<file path="src/cache_mem_pkg.sv">
package cache_mem_pkg;

  ////////////////////
  // geometry
  ////////////////////

  localparam int unsigned XLEN      = 32;                           // core word width
  localparam int unsigned WAYS      = 2;
  localparam int unsigned SETS      = 8;
  localparam int unsigned BLK_BITS  = 64;                           // one cache line
  localparam int unsigned IDX_BITS  = $clog2(SETS);                 // 3
  localparam int unsigned OFFS_BITS = $clog2(BLK_BITS / 8);         // byte offset in line
  localparam int unsigned TAG_BITS  = XLEN - IDX_BITS - OFFS_BITS;  // 26
  localparam int unsigned BLK_BYTES = BLK_BITS / 8;

  ////////////////////
  // vector types
  ////////////////////

  typedef logic [XLEN-1:0]          word_t;
  typedef logic [BLK_BITS-1:0]      line_t;
  typedef logic [BLK_BYTES-1:0]     line_be_t;  // byte enables over a full line
  typedef logic [IDX_BITS-1:0]      idx_t;
  typedef logic [TAG_BITS-1:0]      tag_t;
  typedef logic [WAYS-1:0]          ways_t;     // one bit per way
  typedef logic [$clog2(WAYS)-1:0]  way_num_t;  // binary way number

  ////////////////////
  // requests
  ////////////////////

  typedef struct packed {
    logic     valid;
    idx_t     idx;
    tag_t     tag;     // delayed inside the block
    way_num_t victim;  // way reported for eviction
  } lookup_req_t;

  // write buffer side
  typedef struct packed {
    logic     we;
    idx_t     idx;
    line_be_t be;        // already word aligned
    word_t    data;
    ways_t    ways_hit;
  } store_req_t;

  // bus interface unit side, held stable until ack
  typedef struct packed {
    logic  filling;
    logic  ack;
    logic  dirty;  // dirty flag written with the line
    idx_t  idx;
    tag_t  tag;
    ways_t way;    // one-hot
    line_t line;
  } fill_req_t;

  ////////////////////
  // responses
  ////////////////////

  typedef struct packed {
    logic  valid;
    logic  hit;
    ways_t ways_hit;
    logic  dirty;       // any way valid and dirty
    ways_t ways_dirty;
    logic  way_dirty;   // victim way valid and dirty
    tag_t  evict_tag;
    line_t evict_line;
    line_t line;        // hit way line, zero on miss
  } lookup_rsp_t;

  // tag array read port, aligned with the ram output
  typedef struct packed {
    tag_t [WAYS-1:0] tag;
    ways_t           valid;
    ways_t           dirty;
  } tag_rd_t;

endpackage
</file>
<file path="src/cache_mem_top.sv">
`timescale 1ns/1ps

module cache_mem_top (
  input  logic                       clk_i,
  input  logic                       rst_ni,
  input  logic                       flush_i,   // one cycle pulse
  input  cache_mem_pkg::lookup_req_t lookup_i,
  input  cache_mem_pkg::store_req_t  store_i,
  input  cache_mem_pkg::fill_req_t   fill_i,
  output cache_mem_pkg::lookup_rsp_t rsp_o      // two cycles after lookup
);

  cache_mem_pkg::idx_t     idx;         // shared ram index
  cache_mem_pkg::ways_t    tag_we;
  cache_mem_pkg::ways_t    dirty_we;
  logic                    dirty;
  cache_mem_pkg::ways_t    dat_we;
  cache_mem_pkg::line_t    dat;
  cache_mem_pkg::line_be_t be;
  logic                    lookup_acc;
  cache_mem_pkg::tag_rd_t  tag_rd;
  cache_mem_pkg::line_t    lines [cache_mem_pkg::WAYS];

  ////////////////////
  // port arbitration
  ////////////////////

  cache_write_ctrl u_write_ctrl (
    .clk_i        ( clk_i      ),
    .rst_ni       ( rst_ni     ),
    .lookup_i     ( lookup_i   ),
    .store_i      ( store_i    ),
    .fill_i       ( fill_i     ),
    .idx_o        ( idx        ),
    .tag_we_o     ( tag_we     ),
    .dirty_we_o   ( dirty_we   ),
    .dirty_o      ( dirty      ),
    .dat_we_o     ( dat_we     ),
    .dat_o        ( dat        ),
    .be_o         ( be         ),
    .lookup_acc_o ( lookup_acc )
  );

  ////////////////////
  // storage
  ////////////////////

  cache_tag_array u_tag_array (
    .clk_i      ( clk_i      ),
    .rst_ni     ( rst_ni     ),
    .flush_i    ( flush_i    ),
    .idx_i      ( idx        ),
    .tag_i      ( fill_i.tag ),  // only fills write tags
    .tag_we_i   ( tag_we     ),
    .dirty_we_i ( dirty_we   ),
    .dirty_i    ( dirty      ),
    .tag_rd_o   ( tag_rd     )
  );

  cache_data_array u_data_array (
    .clk_i   ( clk_i  ),
    .idx_i   ( idx    ),
    .we_i    ( dat_we ),
    .be_i    ( be     ),
    .dat_i   ( dat    ),
    .lines_o ( lines  )
  );

  ////////////////////
  // response
  ////////////////////

  cache_out_stage u_out_stage (
    .clk_i        ( clk_i      ),
    .rst_ni       ( rst_ni     ),
    .lookup_i     ( lookup_i   ),
    .lookup_acc_i ( lookup_acc ),
    .tag_rd_i     ( tag_rd     ),
    .lines_i      ( lines      ),
    .rsp_o        ( rsp_o      )
  );

endmodule

</file>
<file path="src/cache_out_stage.sv">
`timescale 1ns/1ps

module cache_out_stage (
  input  logic                       clk_i,
  input  logic                       rst_ni,
  input  cache_mem_pkg::lookup_req_t lookup_i,
  input  logic                       lookup_acc_i,
  input  cache_mem_pkg::tag_rd_t     tag_rd_i,
  input  cache_mem_pkg::line_t       lines_i [cache_mem_pkg::WAYS],
  output cache_mem_pkg::lookup_rsp_t rsp_o
);

  cache_mem_pkg::lookup_req_t lookup_q;   // request aligned with ram output
  logic                       acc_q;
  cache_mem_pkg::ways_t       way_hit;
  cache_mem_pkg::ways_t       way_dirty;  // valid and dirty
  cache_mem_pkg::line_t       line_mux;
  cache_mem_pkg::lookup_rsp_t rsp_d;
  cache_mem_pkg::lookup_rsp_t rsp_q;
  logic                       valid_q;

  ////////////////////
  // request delay
  ////////////////////

  always_ff @(posedge clk_i or negedge rst_ni)
  begin
    if (!rst_ni) acc_q <= 1'b0;
    else         acc_q <= lookup_acc_i;
  end

  always_ff @(posedge clk_i)
  begin
    lookup_q <= lookup_i;  // idx unused here, tag and victim matter
  end

  ////////////////////
  // compare and mux
  ////////////////////

  always_comb
  begin
    line_mux = '0;
    for (int unsigned w = 0; w < cache_mem_pkg::WAYS; w++)
    begin
      way_hit[w]   = tag_rd_i.valid[w] & (tag_rd_i.tag[w] == lookup_q.tag);
      way_dirty[w] = tag_rd_i.valid[w] & tag_rd_i.dirty[w];
      line_mux     = line_mux | (lines_i[w] & {cache_mem_pkg::BLK_BITS{way_hit[w]}});  // and-or
    end
  end

  always_comb
  begin
    rsp_d.valid      = acc_q;
    rsp_d.hit        = |way_hit;
    rsp_d.ways_hit   = way_hit;
    rsp_d.dirty      = |way_dirty;
    rsp_d.ways_dirty = way_dirty;
    rsp_d.way_dirty  = way_dirty[lookup_q.victim];     // victim way state
    rsp_d.evict_tag  = tag_rd_i.tag[lookup_q.victim];
    rsp_d.evict_line = lines_i[lookup_q.victim];
    rsp_d.line       = line_mux;                       // zero on miss
  end

  ////////////////////
  // response register
  ////////////////////

  always_ff @(posedge clk_i or negedge rst_ni)
  begin
    if (!rst_ni) valid_q <= 1'b0;
    else         valid_q <= rsp_d.valid;
  end

  always_ff @(posedge clk_i)
  begin
    rsp_q <= rsp_d;  // payload only
  end

  always_comb
  begin
    rsp_o       = rsp_q;
    rsp_o.valid = valid_q;
  end

  // fill side picks a free or victim way, never a duplicate tag
  a_hit_onehot0 : assert property (
    @(posedge clk_i) disable iff (!rst_ni)
    acc_q |-> $onehot0(way_hit)
  );

endmodule

</file>
<file path="src/cache_data_array.sv">
`timescale 1ns/1ps

module cache_data_array (
  input  logic                    clk_i,
  input  cache_mem_pkg::idx_t     idx_i,
  input  cache_mem_pkg::ways_t    we_i,     // per way line write
  input  cache_mem_pkg::line_be_t be_i,     // all ones on a fill
  input  cache_mem_pkg::line_t    dat_i,
  output cache_mem_pkg::line_t    lines_o [cache_mem_pkg::WAYS]
);

  ////////////////////
  // data rams
  ////////////////////

  // one line wide ram per way, shared index and data
  for (genvar w = 0; w < cache_mem_pkg::WAYS; w++)
  begin : gen_dat_ram
    cache_ram_1rw #(
      .DBITS  ( cache_mem_pkg::BLK_BITS )
    ) u_dat_ram (
      .clk_i  ( clk_i      ),
      .addr_i ( idx_i      ),
      .we_i   ( we_i[w]    ),  // fill way or store hit way
      .be_i   ( be_i       ),
      .din_i  ( dat_i      ),
      .dout_o ( lines_o[w] )   // valid one cycle after idx
    );
  end

endmodule

</file>
<file path="src/cache_tag_array.sv">
`timescale 1ns/1ps

module cache_tag_array (
  input  logic                   clk_i,
  input  logic                   rst_ni,
  input  logic                   flush_i,     // clears every valid bit
  input  cache_mem_pkg::idx_t    idx_i,
  input  cache_mem_pkg::tag_t    tag_i,       // fill tag
  input  cache_mem_pkg::ways_t   tag_we_i,
  input  cache_mem_pkg::ways_t   dirty_we_i,
  input  logic                   dirty_i,
  output cache_mem_pkg::tag_rd_t tag_rd_o
);

  cache_mem_pkg::tag_t                                      tag_q [cache_mem_pkg::WAYS];
  logic [cache_mem_pkg::WAYS-1:0][cache_mem_pkg::SETS-1:0]  valid_q;  // per way, per set
  logic [cache_mem_pkg::WAYS-1:0][cache_mem_pkg::SETS-1:0]  dirty_q;
  cache_mem_pkg::idx_t                                      idx_q;    // matches ram latency

  ////////////////////
  // tag rams
  ////////////////////

  for (genvar w = 0; w < cache_mem_pkg::WAYS; w++)
  begin : gen_tag_ram
    cache_ram_1rw #(
      .DBITS  ( cache_mem_pkg::TAG_BITS )
    ) u_tag_ram (
      .clk_i  ( clk_i                                ),
      .addr_i ( idx_i                                ),
      .we_i   ( tag_we_i[w]                          ),
      .be_i   ( {((cache_mem_pkg::TAG_BITS+7)/8){1'b1}} ),
      .din_i  ( tag_i                                ),
      .dout_o ( tag_q[w]                             )
    );
  end

  ////////////////////
  // valid and dirty
  ////////////////////

  // flip-flops so a flush clears all sets at once
  always_ff @(posedge clk_i or negedge rst_ni)
  begin
    if (!rst_ni)
      valid_q <= '0;
    else if (flush_i)
      valid_q <= '0;  // wins over a fill in the same cycle
    else
    begin
      for (int unsigned w = 0; w < cache_mem_pkg::WAYS; w++)
      begin
        if (tag_we_i[w]) valid_q[w][idx_i] <= 1'b1;
      end
    end
  end

  // kept across a flush, masked by valid
  always_ff @(posedge clk_i or negedge rst_ni)
  begin
    if (!rst_ni)
      dirty_q <= '0;
    else
    begin
      for (int unsigned w = 0; w < cache_mem_pkg::WAYS; w++)
      begin
        if (dirty_we_i[w]) dirty_q[w][idx_i] <= dirty_i;
      end
    end
  end

  always_ff @(posedge clk_i or negedge rst_ni)
  begin
    if (!rst_ni) idx_q <= '0;
    else         idx_q <= idx_i;
  end

  ////////////////////
  // read port
  ////////////////////

  always_comb
  begin
    for (int unsigned w = 0; w < cache_mem_pkg::WAYS; w++)
    begin
      tag_rd_o.tag[w]   = tag_q[w];
      tag_rd_o.valid[w] = valid_q[w][idx_q];  // registered index
      tag_rd_o.dirty[w] = dirty_q[w][idx_q];
    end
  end

endmodule

</file>
<file path="src/cache_write_ctrl.sv">
`timescale 1ns/1ps

module cache_write_ctrl (
  input  logic                       clk_i,
  input  logic                       rst_ni,
  input  cache_mem_pkg::lookup_req_t lookup_i,
  input  cache_mem_pkg::store_req_t  store_i,
  input  cache_mem_pkg::fill_req_t   fill_i,
  output cache_mem_pkg::idx_t        idx_o,        // shared ram index
  output cache_mem_pkg::ways_t       tag_we_o,
  output cache_mem_pkg::ways_t       dirty_we_o,
  output logic                       dirty_o,
  output cache_mem_pkg::ways_t       dat_we_o,
  output cache_mem_pkg::line_t       dat_o,
  output cache_mem_pkg::line_be_t    be_o,
  output logic                       lookup_acc_o
);

  logic                 fill_we;    // line write from the bus unit
  logic                 store_acc;  // write buffer gets the port
  cache_mem_pkg::ways_t store_we;   // hit ways of an accepted store

  ////////////////////
  // arbitration
  ////////////////////

  assign fill_we      = fill_i.filling & fill_i.ack;
  assign store_acc    = store_i.we & ~fill_we & ~lookup_i.valid;  // lowest priority
  assign lookup_acc_o = lookup_i.valid & ~fill_we;

  always_comb
  begin
    if (fill_we)        idx_o = fill_i.idx;
    else if (store_acc) idx_o = store_i.idx;
    else                idx_o = lookup_i.idx;  // default read index
  end

  ////////////////////
  // enables and data
  ////////////////////

  assign store_we   = {cache_mem_pkg::WAYS{store_acc}} & store_i.ways_hit;
  assign tag_we_o   = {cache_mem_pkg::WAYS{fill_we}} & fill_i.way;  // tag and valid
  assign dirty_we_o = tag_we_o | store_we;
  assign dat_we_o   = tag_we_o | store_we;

  // store always leaves the line dirty
  assign dirty_o = fill_we ? fill_i.dirty : 1'b1;

  // word copied into every word slot, be picks the right one
  assign dat_o = fill_we ? fill_i.line
                         : {(cache_mem_pkg::BLK_BITS / cache_mem_pkg::XLEN){store_i.data}};
  assign be_o  = fill_we ? '1 : store_i.be;

  ////////////////////
  // checks
  ////////////////////

  a_fill_onehot : assert property (
    @(posedge clk_i) disable iff (!rst_ni)
    fill_i.filling |-> $onehot(fill_i.way)
  );

  // no store gets the port during a fill write
  a_fill_excl : assert property (
    @(posedge clk_i) disable iff (!rst_ni)
    fill_we |-> !store_acc
  );

endmodule

</file>
<file path="src/cache_ram_1rw.sv">
`timescale 1ns/1ps

module cache_ram_1rw #(
  parameter int unsigned DBITS = 32  // word width of the array
) (
  input  logic                     clk_i,
  input  cache_mem_pkg::idx_t      addr_i,
  input  logic                     we_i,
  input  logic [(DBITS+7)/8-1:0]   be_i,   // last byte may be partial
  input  logic [DBITS-1:0]         din_i,
  output logic [DBITS-1:0]         dout_o
);

  logic [DBITS-1:0] mem [cache_mem_pkg::SETS];  // one word per set

  ////////////////////
  // write port
  ////////////////////

  always_ff @(posedge clk_i)
  begin
    if (we_i)
    begin
      for (int unsigned b = 0; b < DBITS; b++)
      begin
        if (be_i[b/8]) mem[addr_i][b] <= din_i[b];  // byte lane select
      end
    end
  end

  ////////////////////
  // read port
  ////////////////////

  // read before write, old data on a same address write
  always_ff @(posedge clk_i)
  begin
    dout_o <= mem[addr_i];
  end

endmodule

</file>
<file path="config.mk">
export PLATFORM = sky130hd
export DESIGN_NAME = cache_mem_top
export DESIGN_NICKNAME = d
export VERILOG_FILES = /design/src/cache_mem_pkg.sv /design/src/cache_mem_top.sv /design/src/cache_out_stage.sv /design/src/cache_data_array.sv /design/src/cache_tag_array.sv /design/src/cache_write_ctrl.sv /design/src/cache_ram_1rw.sv
export SDC_FILE = /design/constraint.sdc
export NUM_CORES = 2
export LEC_CHECK = 0
export BUFFER_PORTS_ARGS = -buffer_cell sky130_fd_sc_hd__buf_2
export CELL_PAD_IN_SITES_DETAIL_PLACEMENT = 0
export CELL_PAD_IN_SITES_GLOBAL_PLACEMENT = 1
export CORE_MARGIN = 8
export CORE_UTILIZATION = 30
export CTS_CLUSTER_SIZE = 40
export DETAILED_ROUTE_END_ITERATION = 8
export GPL_TIMING_DRIVEN = 0
export HOLD_SLACK_MARGIN = 0.03
export PLACE_DENSITY = 0.54
export SLEW_MARGIN = 20
export SYNTH_ARGS = -nofsm -noshare
export SYNTH_HDL_FRONTEND = slang
export SYNTH_HIERARCHICAL = 1
export SYNTH_SLANG_ARGS = --single-unit
</file>
<file path="constraint.sdc">
create_clock -name clk_i -period 7.3 [get_ports clk_i]
set_clock_uncertainty 0.2 [all_clocks]
set_input_delay 0.365 -clock clk_i [delete_from_list [all_inputs] [get_ports clk_i]]
set_output_delay 0.365 -clock clk_i [all_outputs]
set_load 0.005 [all_outputs]
</file>
# --- Word-level counts from Yosys, hierarchy flattened ---
# Memories as Yosys holds them, arrays and structs flattened. A register that Yosys moved wholly into a read port is not among the register bits.
# Index checks and enable logic that the tools add are counted.
op_classes:
  bitwise_logic: 19
  order_cmp: 5
  n_mux: 71
  div: 0
  n_mul: 0
  n_reduce_logical: 5
  n_shift: 0
  n_addsub: 0
  n_eq_ne: 2
op_table:
  columns: ["cell", "n"]
  rows:
  - ["$mux 64", 4]
  - ["$and 64x64->64", 2]
  - ["$or 64x64->64", 1]
  - ["$eq 26x26->1", 2]
  - ["$mux 1", 52]
  - ["$mux 26", 2]
  - ["$mux 8", 3]
  - ["$bwmux 8", 2]
  - ["$mux 16", 1]
  - ["$or 8x8->8", 2]
  - ["$bmux 1 s3", 4]
  - ["$and 1x1->1", 8]
  - ["$lt 3x4->1 const B", 2]
  - ["$mux 3", 2]
  - ["$and 2x2->2", 2]
  - ["$reduce_bool 2->1", 2]
  - ["$reduce_or 2->1", 2]
  - ["$demux 1 s3", 1]
  - ["$ge 3x1->1 const B", 1]
  - ["$ge 2x2->1 const B", 1]
  - ["$lt 1x2->1 const B", 1]
  - ["$not 1->1", 2]
  - ["$not 1->2", 1]
  - ["$or 2x2->2", 1]
  - ["$logic_and 1x1->1", 1]
word_totals:
  mem_count: 4
  wordCells: 123
  ram_bits: 1440
  romBits: 0
  register_bits: 225
  in_bits: 178
  latchBits: 0
  out_inout_bits: 162
memory_table:
  columns: ["name", "words", "width", "rd", "rd_clocked_by_memory_dff", "write_ports", "line_no", "rtl"]
  rows:
  - ["u_data_array.gen_dat_ram[0].u_dat_ram.mem", 8, 64, 1, 1, 1, "cache_ram_1rw.sv:14", "logic [DBITS-1:0] mem [cache_mem_pkg::SETS];"]
  - ["u_data_array.gen_dat_ram[1].u_dat_ram.mem", 8, 64, 1, 1, 1, "cache_ram_1rw.sv:14", null]
  - ["u_tag_array.gen_tag_ram[0].u_tag_ram.mem", 8, 26, 1, 1, 1, "cache_ram_1rw.sv:14", null]
  - ["u_tag_array.gen_tag_ram[1].u_tag_ram.mem", 8, 26, 1, 1, 1, "cache_ram_1rw.sv:14", null]

# --- Depth between registers and ports, before layout ---
depth:
  word_depth: 13
  ltp_mapped: 10
  mapped_depth_nobuf: 5

# --- By module ---
# Netlist, hierarchy kept.
by_module_without_submodules:
  columns: ["module", "instances", "cells_per_inst", "area_per_inst_um2", "seq_area_each_um2"]
  rows:
  - ["cache_ram_1rw (u_data_array.gen_dat_ram[0].u_dat_ram ...)", 2, 891, 20821.2, 16656.0]
  - ["cache_ram_1rw (u_tag_array.gen_tag_ram[0].u_tag_ram ...)", 2, 374, 8744.6, 6766.5]
  - ["cache_out_stage", 1, 612, 7225.7, 3813.7]
  - ["cache_tag_array", 1, 140, 1824.2, 875.8]
  - ["cache_write_ctrl", 1, 201, 892.1, 0.0]

# --- Worst setup path before layout ---
# Ideal clock, no wire load.
synth_timing:
  kind: "input to register"
  from: "in fill_i[97] in the netlist's numbering"
  to: "mem u_tag_array/gen_tag_ram[0].u_tag_ram/mem[3][0] in the netlist's numbering, enable pin"
  stages: 9
  required_ps: 6717
  path_slack_ps: 4137
  arrival_ps: 2579
  setup_ps: 383
  path_buffers: 5
  path_cell_list: "and2_1 buf_6 buf_6 o21ai_1 buf_6 buf_6 buf_2 nand2_1 nor3_1"
synth_via:
  elab_chain_len: 6
  word_cells_on_any_way: 9
  classes_between: "mux: 4; bitwise: 5"
synth_rtl:
  columns: ["item", "line_no", "rtl"]
  rows:
  - ["start, declared", "cache_mem_top.sv:9", "input cache_mem_pkg::fill_req_t fill_i,"]
  - ["$and 1x1->1 (*)", "cache_write_ctrl.sv:27", "assign fill_we = fill_i.filling & fill_i.ack;"]
  - ["$not 1->1", "cache_write_ctrl.sv:28", "assign store_acc = store_i.we & ~fill_we & ~lookup_i.valid;"]
  - ["$and 1x1->1 (2 in a row)", "cache_write_ctrl.sv:28", null]
  - ["$mux 3", "cache_write_ctrl.sv:34", "else if (store_acc) idx_o = store_i.idx;"]
  - ["$mux 3 (*)", "cache_write_ctrl.sv:33", "if (fill_we) idx_o = fill_i.idx;"]
  - ["named net idx[0]", "cache_mem_top.sv:13", "cache_mem_pkg::idx_t idx;"]
  - ["end, declared", "cache_ram_1rw.sv:14", null]
# Mark *: on every way through the listed nets, which the timed path passes. The rest lies on a longest branch.

# --- Final worst setup path ---
layout_timing:
  from: "in lookup_i[30] in the netlist's numbering"
  to: "mem u_data_array/gen_dat_ram[1].u_dat_ram/mem[6][1] in the netlist's numbering, enable pin"
layout_via:
  word_cells_on_any_way: 8
  classes_between: "mux: 4; bitwise: 4"
layout_lines:
  columns: ["item", "line_no", "rtl"]
  rows:
  - ["start, declared", "cache_mem_top.sv:7", "input cache_mem_pkg::lookup_req_t lookup_i,"]
  - ["$not 1->1", "cache_write_ctrl.sv:28", null]
  - ["$and 1x1->1", "cache_write_ctrl.sv:28", null]
  - ["$mux 3", "cache_write_ctrl.sv:34", null]
  - ["$mux 3", "cache_write_ctrl.sv:33", null]
  - ["named net idx[1]", "cache_mem_top.sv:13", null]
  - ["end, declared", "cache_ram_1rw.sv:14", null]
# The timed path passes the listed nets, and every way through them passes these cells.

==> key figures <==
Global routing
  – Total GRT Usage: 16.3%
  – Largest net degree at the start of global routing: 38
  – Initial antenna violation count: 15
  – Remaining global-route overflow: 0
  – First-pass GRT wire length: 285,000 um
  – Vias in the first global route: 36.9k

Worst setup path
  – CP Launch Type: input pin
  – CP Data Required Time: 7.52 ns
  – CP arrival: 5.43 ns
  – CP Max Fanout: 10
  – WS Path Type: input pin to flop
  – Crit end category: flop

Logic synthesis
  – Post-synthesis sequential area ratio: 74.6%
  – Syn. warnings: 6
  – Simple-gate area share of the yosys netlist: 4.14%
  – Netlist Area Pre-Place: 69,100 sq um
  – Yosys top cell area share: 62.6%
  – Syn Inst Count: 3,483
  – Cell taking the most area after synthesis: edfxtp_1
  – XOR/XNOR share of the synthesized area: 0.659%
  – Yosys cell types: 45
  – Synth Area in Compound Gates: 1.44%
  – Syn_area_per_cell: 19.8 sq um
  – Post-Synth Adder-Cell Area: 0%
  – Multiplexer area fraction after synthesis: 17.4%
  – Top cells by area, synth: edfxtp_1 (63%), dfxtp_1 (11%), mux4_2 (8.5%), mux2_2 (4.7%), mux4_1 (4.1%)
  – Largest family of logic cells by synthesized area: multiplexers
  – #FFs+latches synth: 1,845

Die
  – Die Ht: 496 um
  – Area of the core: 229,000 sq um
  – Die area: 246,000 sq um
  – Die X: 496 um
  – Row count: 176
  – Initial Util: 30.1%
  – I/O pin cnt: 340

Clock network
  – Clock Tree Buf Depth: 3
  – Clk Latency, worst-skew pair: 0.85 ns
  – CTS tree: built
  – H-tree depth: 4
  – Clk slew on worst S/H paths: 0.06 ns
  – CTS root buf: clkbuf_16
  – Clk sinks: 1,845
  – Setup repair bufs after CTS: 0
  – CTS buffer count: 200

Timing
  – Hold_ws: 0.0483 ns
  – Post-route setup TNS: 0 ns
  – Fin. Hold Viols: 0
  – Max frequency: 192 MHz
  – Fin crit period: 5.21 ns
  – RSZ-0062 raised after global routing: no
  – Max-slew violation count: 0
  – Actual slew at the worst max-slew pin: 1.16 ns
  – Slew headroom: 22.1%
  – Fin crit share: 71.4%
  – Setup Viol. Count Final: 0

Routing
  – Routed wire length: 205,000 um
  – DRC: 0
  – Via density: 4.80
  – Vias: 35.3k
  – DRT antenna net count: 0
  – Average wire per standard cell: 27.9 um
  – First-pass iteration count of the detailed router: 5
  – Drt initial violations: 2,793

Power
  – PwrDens: 297 nW/um^2
  – Clock share of power: 41.9%
  – VDD IR-drop max: 0.195 mV
  – Sequential share of power: 49.0%
  – Leakage: 27.2 nW
  – Logic pwr share: 9.1%
  – Psw: 5.84 mW
  – Cell internal pwr: 18.8 mW
  – Switching share of power: 23.7%

Place
  – RePlAce Congestion: 0.799
  – Placed Cells: 6,879
  – Buffers on Ports: 338
  – Dpl hpwl: 146,000 um
  – Post-DP Area: 75,000 sq um

Run status
  – Outcome: complete, no violations

Cells and area
  – Area delta synth->final: 19.9%
  – Final instance area: 82,800 sq um
  – Nets: 4,325
  – Layout cells sized above 1: 32.9%
  – Filler cell count: 21.5k
  – Layout Cells excl Fill: 7,352

Hold path
  – Min-delay worst type: input pin to async pin

Flow run
  – Max_cap viols: 0
sequential cells by signal, indices dropped and copies added (netlist names), 16 cells and up:
signal	count
u_tag_array/gen_tag_ram.u_tag_ram/dout_o	52
u_tag_array/valid_q	16
u_out_stage/rsp_o	161
u_data_array/gen_dat_ram.u_dat_ram/dout_o	128
u_data_array/gen_dat_ram.u_dat_ram/mem	1024
u_tag_array/gen_tag_ram.u_tag_ram/mem	416
u_out_stage/lookup_q	27
u_tag_array/dirty_q	16
path summary, 6_finish.rpt:
path / to / startpoint / slack [ns] / depth (start not counted)
min in group clk_i: u_data_array/gen_dat_ram[0].u_dat_ram/mem[4][22] / fill_i[22] / 0.08 / 3
hold reg to reg: u_out_stage/valid_q / u_out_stage/acc_q / 0.15 / 0
setup reg to reg: u_out_stage/rsp_o[50] / u_out_stage/lookup_q[12] / 3.47 / 6
setup / recovery: u_data_array/gen_dat_ram[1].u_dat_ram/mem[6][1] / lookup_i[30] / 2.09 / 9
hold / removal: u_out_stage/acc_q / rst_ni / 0.05 / 2
max in group asynchronous: u_tag_array/dirty_q[4] / rst_ni / 6.23 / 2
area by class of cell:
type                       instances  area [sq um]  area share (%)
sequential                      1845         51500            62.3
buffer                           212          1190            1.44
antenna                            7          17.5          0.0212
tap                             3026          3790            4.57
timing repair buffer             455          2890            3.50
clock inverter                   122          1290            1.56
clock buffer                     252          5510            6.66
multi-input combinational       1417         16500            19.9
inverter                          16          60.1          0.0725
power by group through the flow:
stage	Sequential (mW)	Combinational, mW	Clock (mW)
finish	12.1	2.24	10.3
global route	12.1	2.39	11.0
CTS	12.1	2.30	10.6
detailed placement	12.3	2.25	0
global placement	12.3	2.21	0
floorplan	12.2	1.22	0
metrics by stage:
stage          setup slack [ns]  power, mW  util [%]
2_1_floorplan              4.14       13.4         -
5_1_grt                    1.89       25.5      36.1
6_report                   2.09       24.6      36.1
4_1_cts                    2.10       25.0      36.1
3_5_place_dp               1.75       14.5      32.7
3_3_place_gp              0.928       14.5      32.5
synthesized netlist by cell type, drive strengths merged:
library cell     n
a41oi            2
nand2b          14
nand4bb          6
nand3            5
buf            122
nor4            12
mux2i            3
and4bb           4
edfxtp        1440
and2             3
nand4b          12
conb             1
or4b             2
a21oi           14
nor3            27
or2              1
nand2          257
dfrtp           37
xor2            22
o21ai            4
and3             2
or4              2
dfxtp          368
clkbuf          90
xnor2           30
or3              2
inv             16
o32ai           65
mux4           368
mux2           290
nor2           164
or3b             8
a21o             2
nor4bb           2
nand4           74
nor4b            2
nand3b          10
logic make-up (layout without fill, tap and decap cells):
| group | count (synthesis) | after routing |
|---|---|---|
| compound gates | 87 | 87 |
| xor+xnor | 52 | 52 |
| buf+inv | 228 | 1057 |
| simple gates | 609 | 609 |
| mux | 661 | 661 |
| flops | 1845 | 1845 |
| other cells | 1 | 15 |
cells in the final DEF (no fill, tap or decap), types with 11 or more instances in the layout:
cell              n
nor3_2           20
buf_1            16
mux4_1          108
mux4_2          260
clkbuf_2         11
nor2_1          163
buf_6            39
clkbuf_16       209
dlygate4sd3_1    92
nand2b_1         14
clkinv_2         39
dfrtp_1          37
buf_4            18
o32ai_2          40
clkbuf_8         12
edfxtp_1       1440
nand2_1         257
dfxtp_1         368
mux2_2          290
buf_2           405
a21oi_1          14
nand4_1          74
xor2_1           22
xnor2_1          30
nand4b_1         12
inv_1            16
bufinv_16        18
clkbuf_1        110
clkinv_1         32
o32ai_1          25
per-layer routing:
metal	vias up	part of all wire [%]	global-route usage [%]
met5	-	0	0
met4	0	3.0	5.02
met3	237	5.7	3.01
met2	1077	49	27.6
met1	18643	42	21.4
li1	15339	-	-
worst max-delay path, cell delays in order:
cell	delay (ns)
dlygate4sd3_1	0.53
buf_2	0.12
nand2b_1	0.45
mux2i_1	0.24
o21ai_2	0.67
buf_2	0.43
clkbuf_1	0.56
nand3b_1	0.96
nor2_1	1.07
what timing repair did:
action	CTS	global route
endpoints found under the hold margin	508	0
gates resized for setup	0	0
hold buffers	92	0
Note: power is estimated with default switching activity, not from simulation.
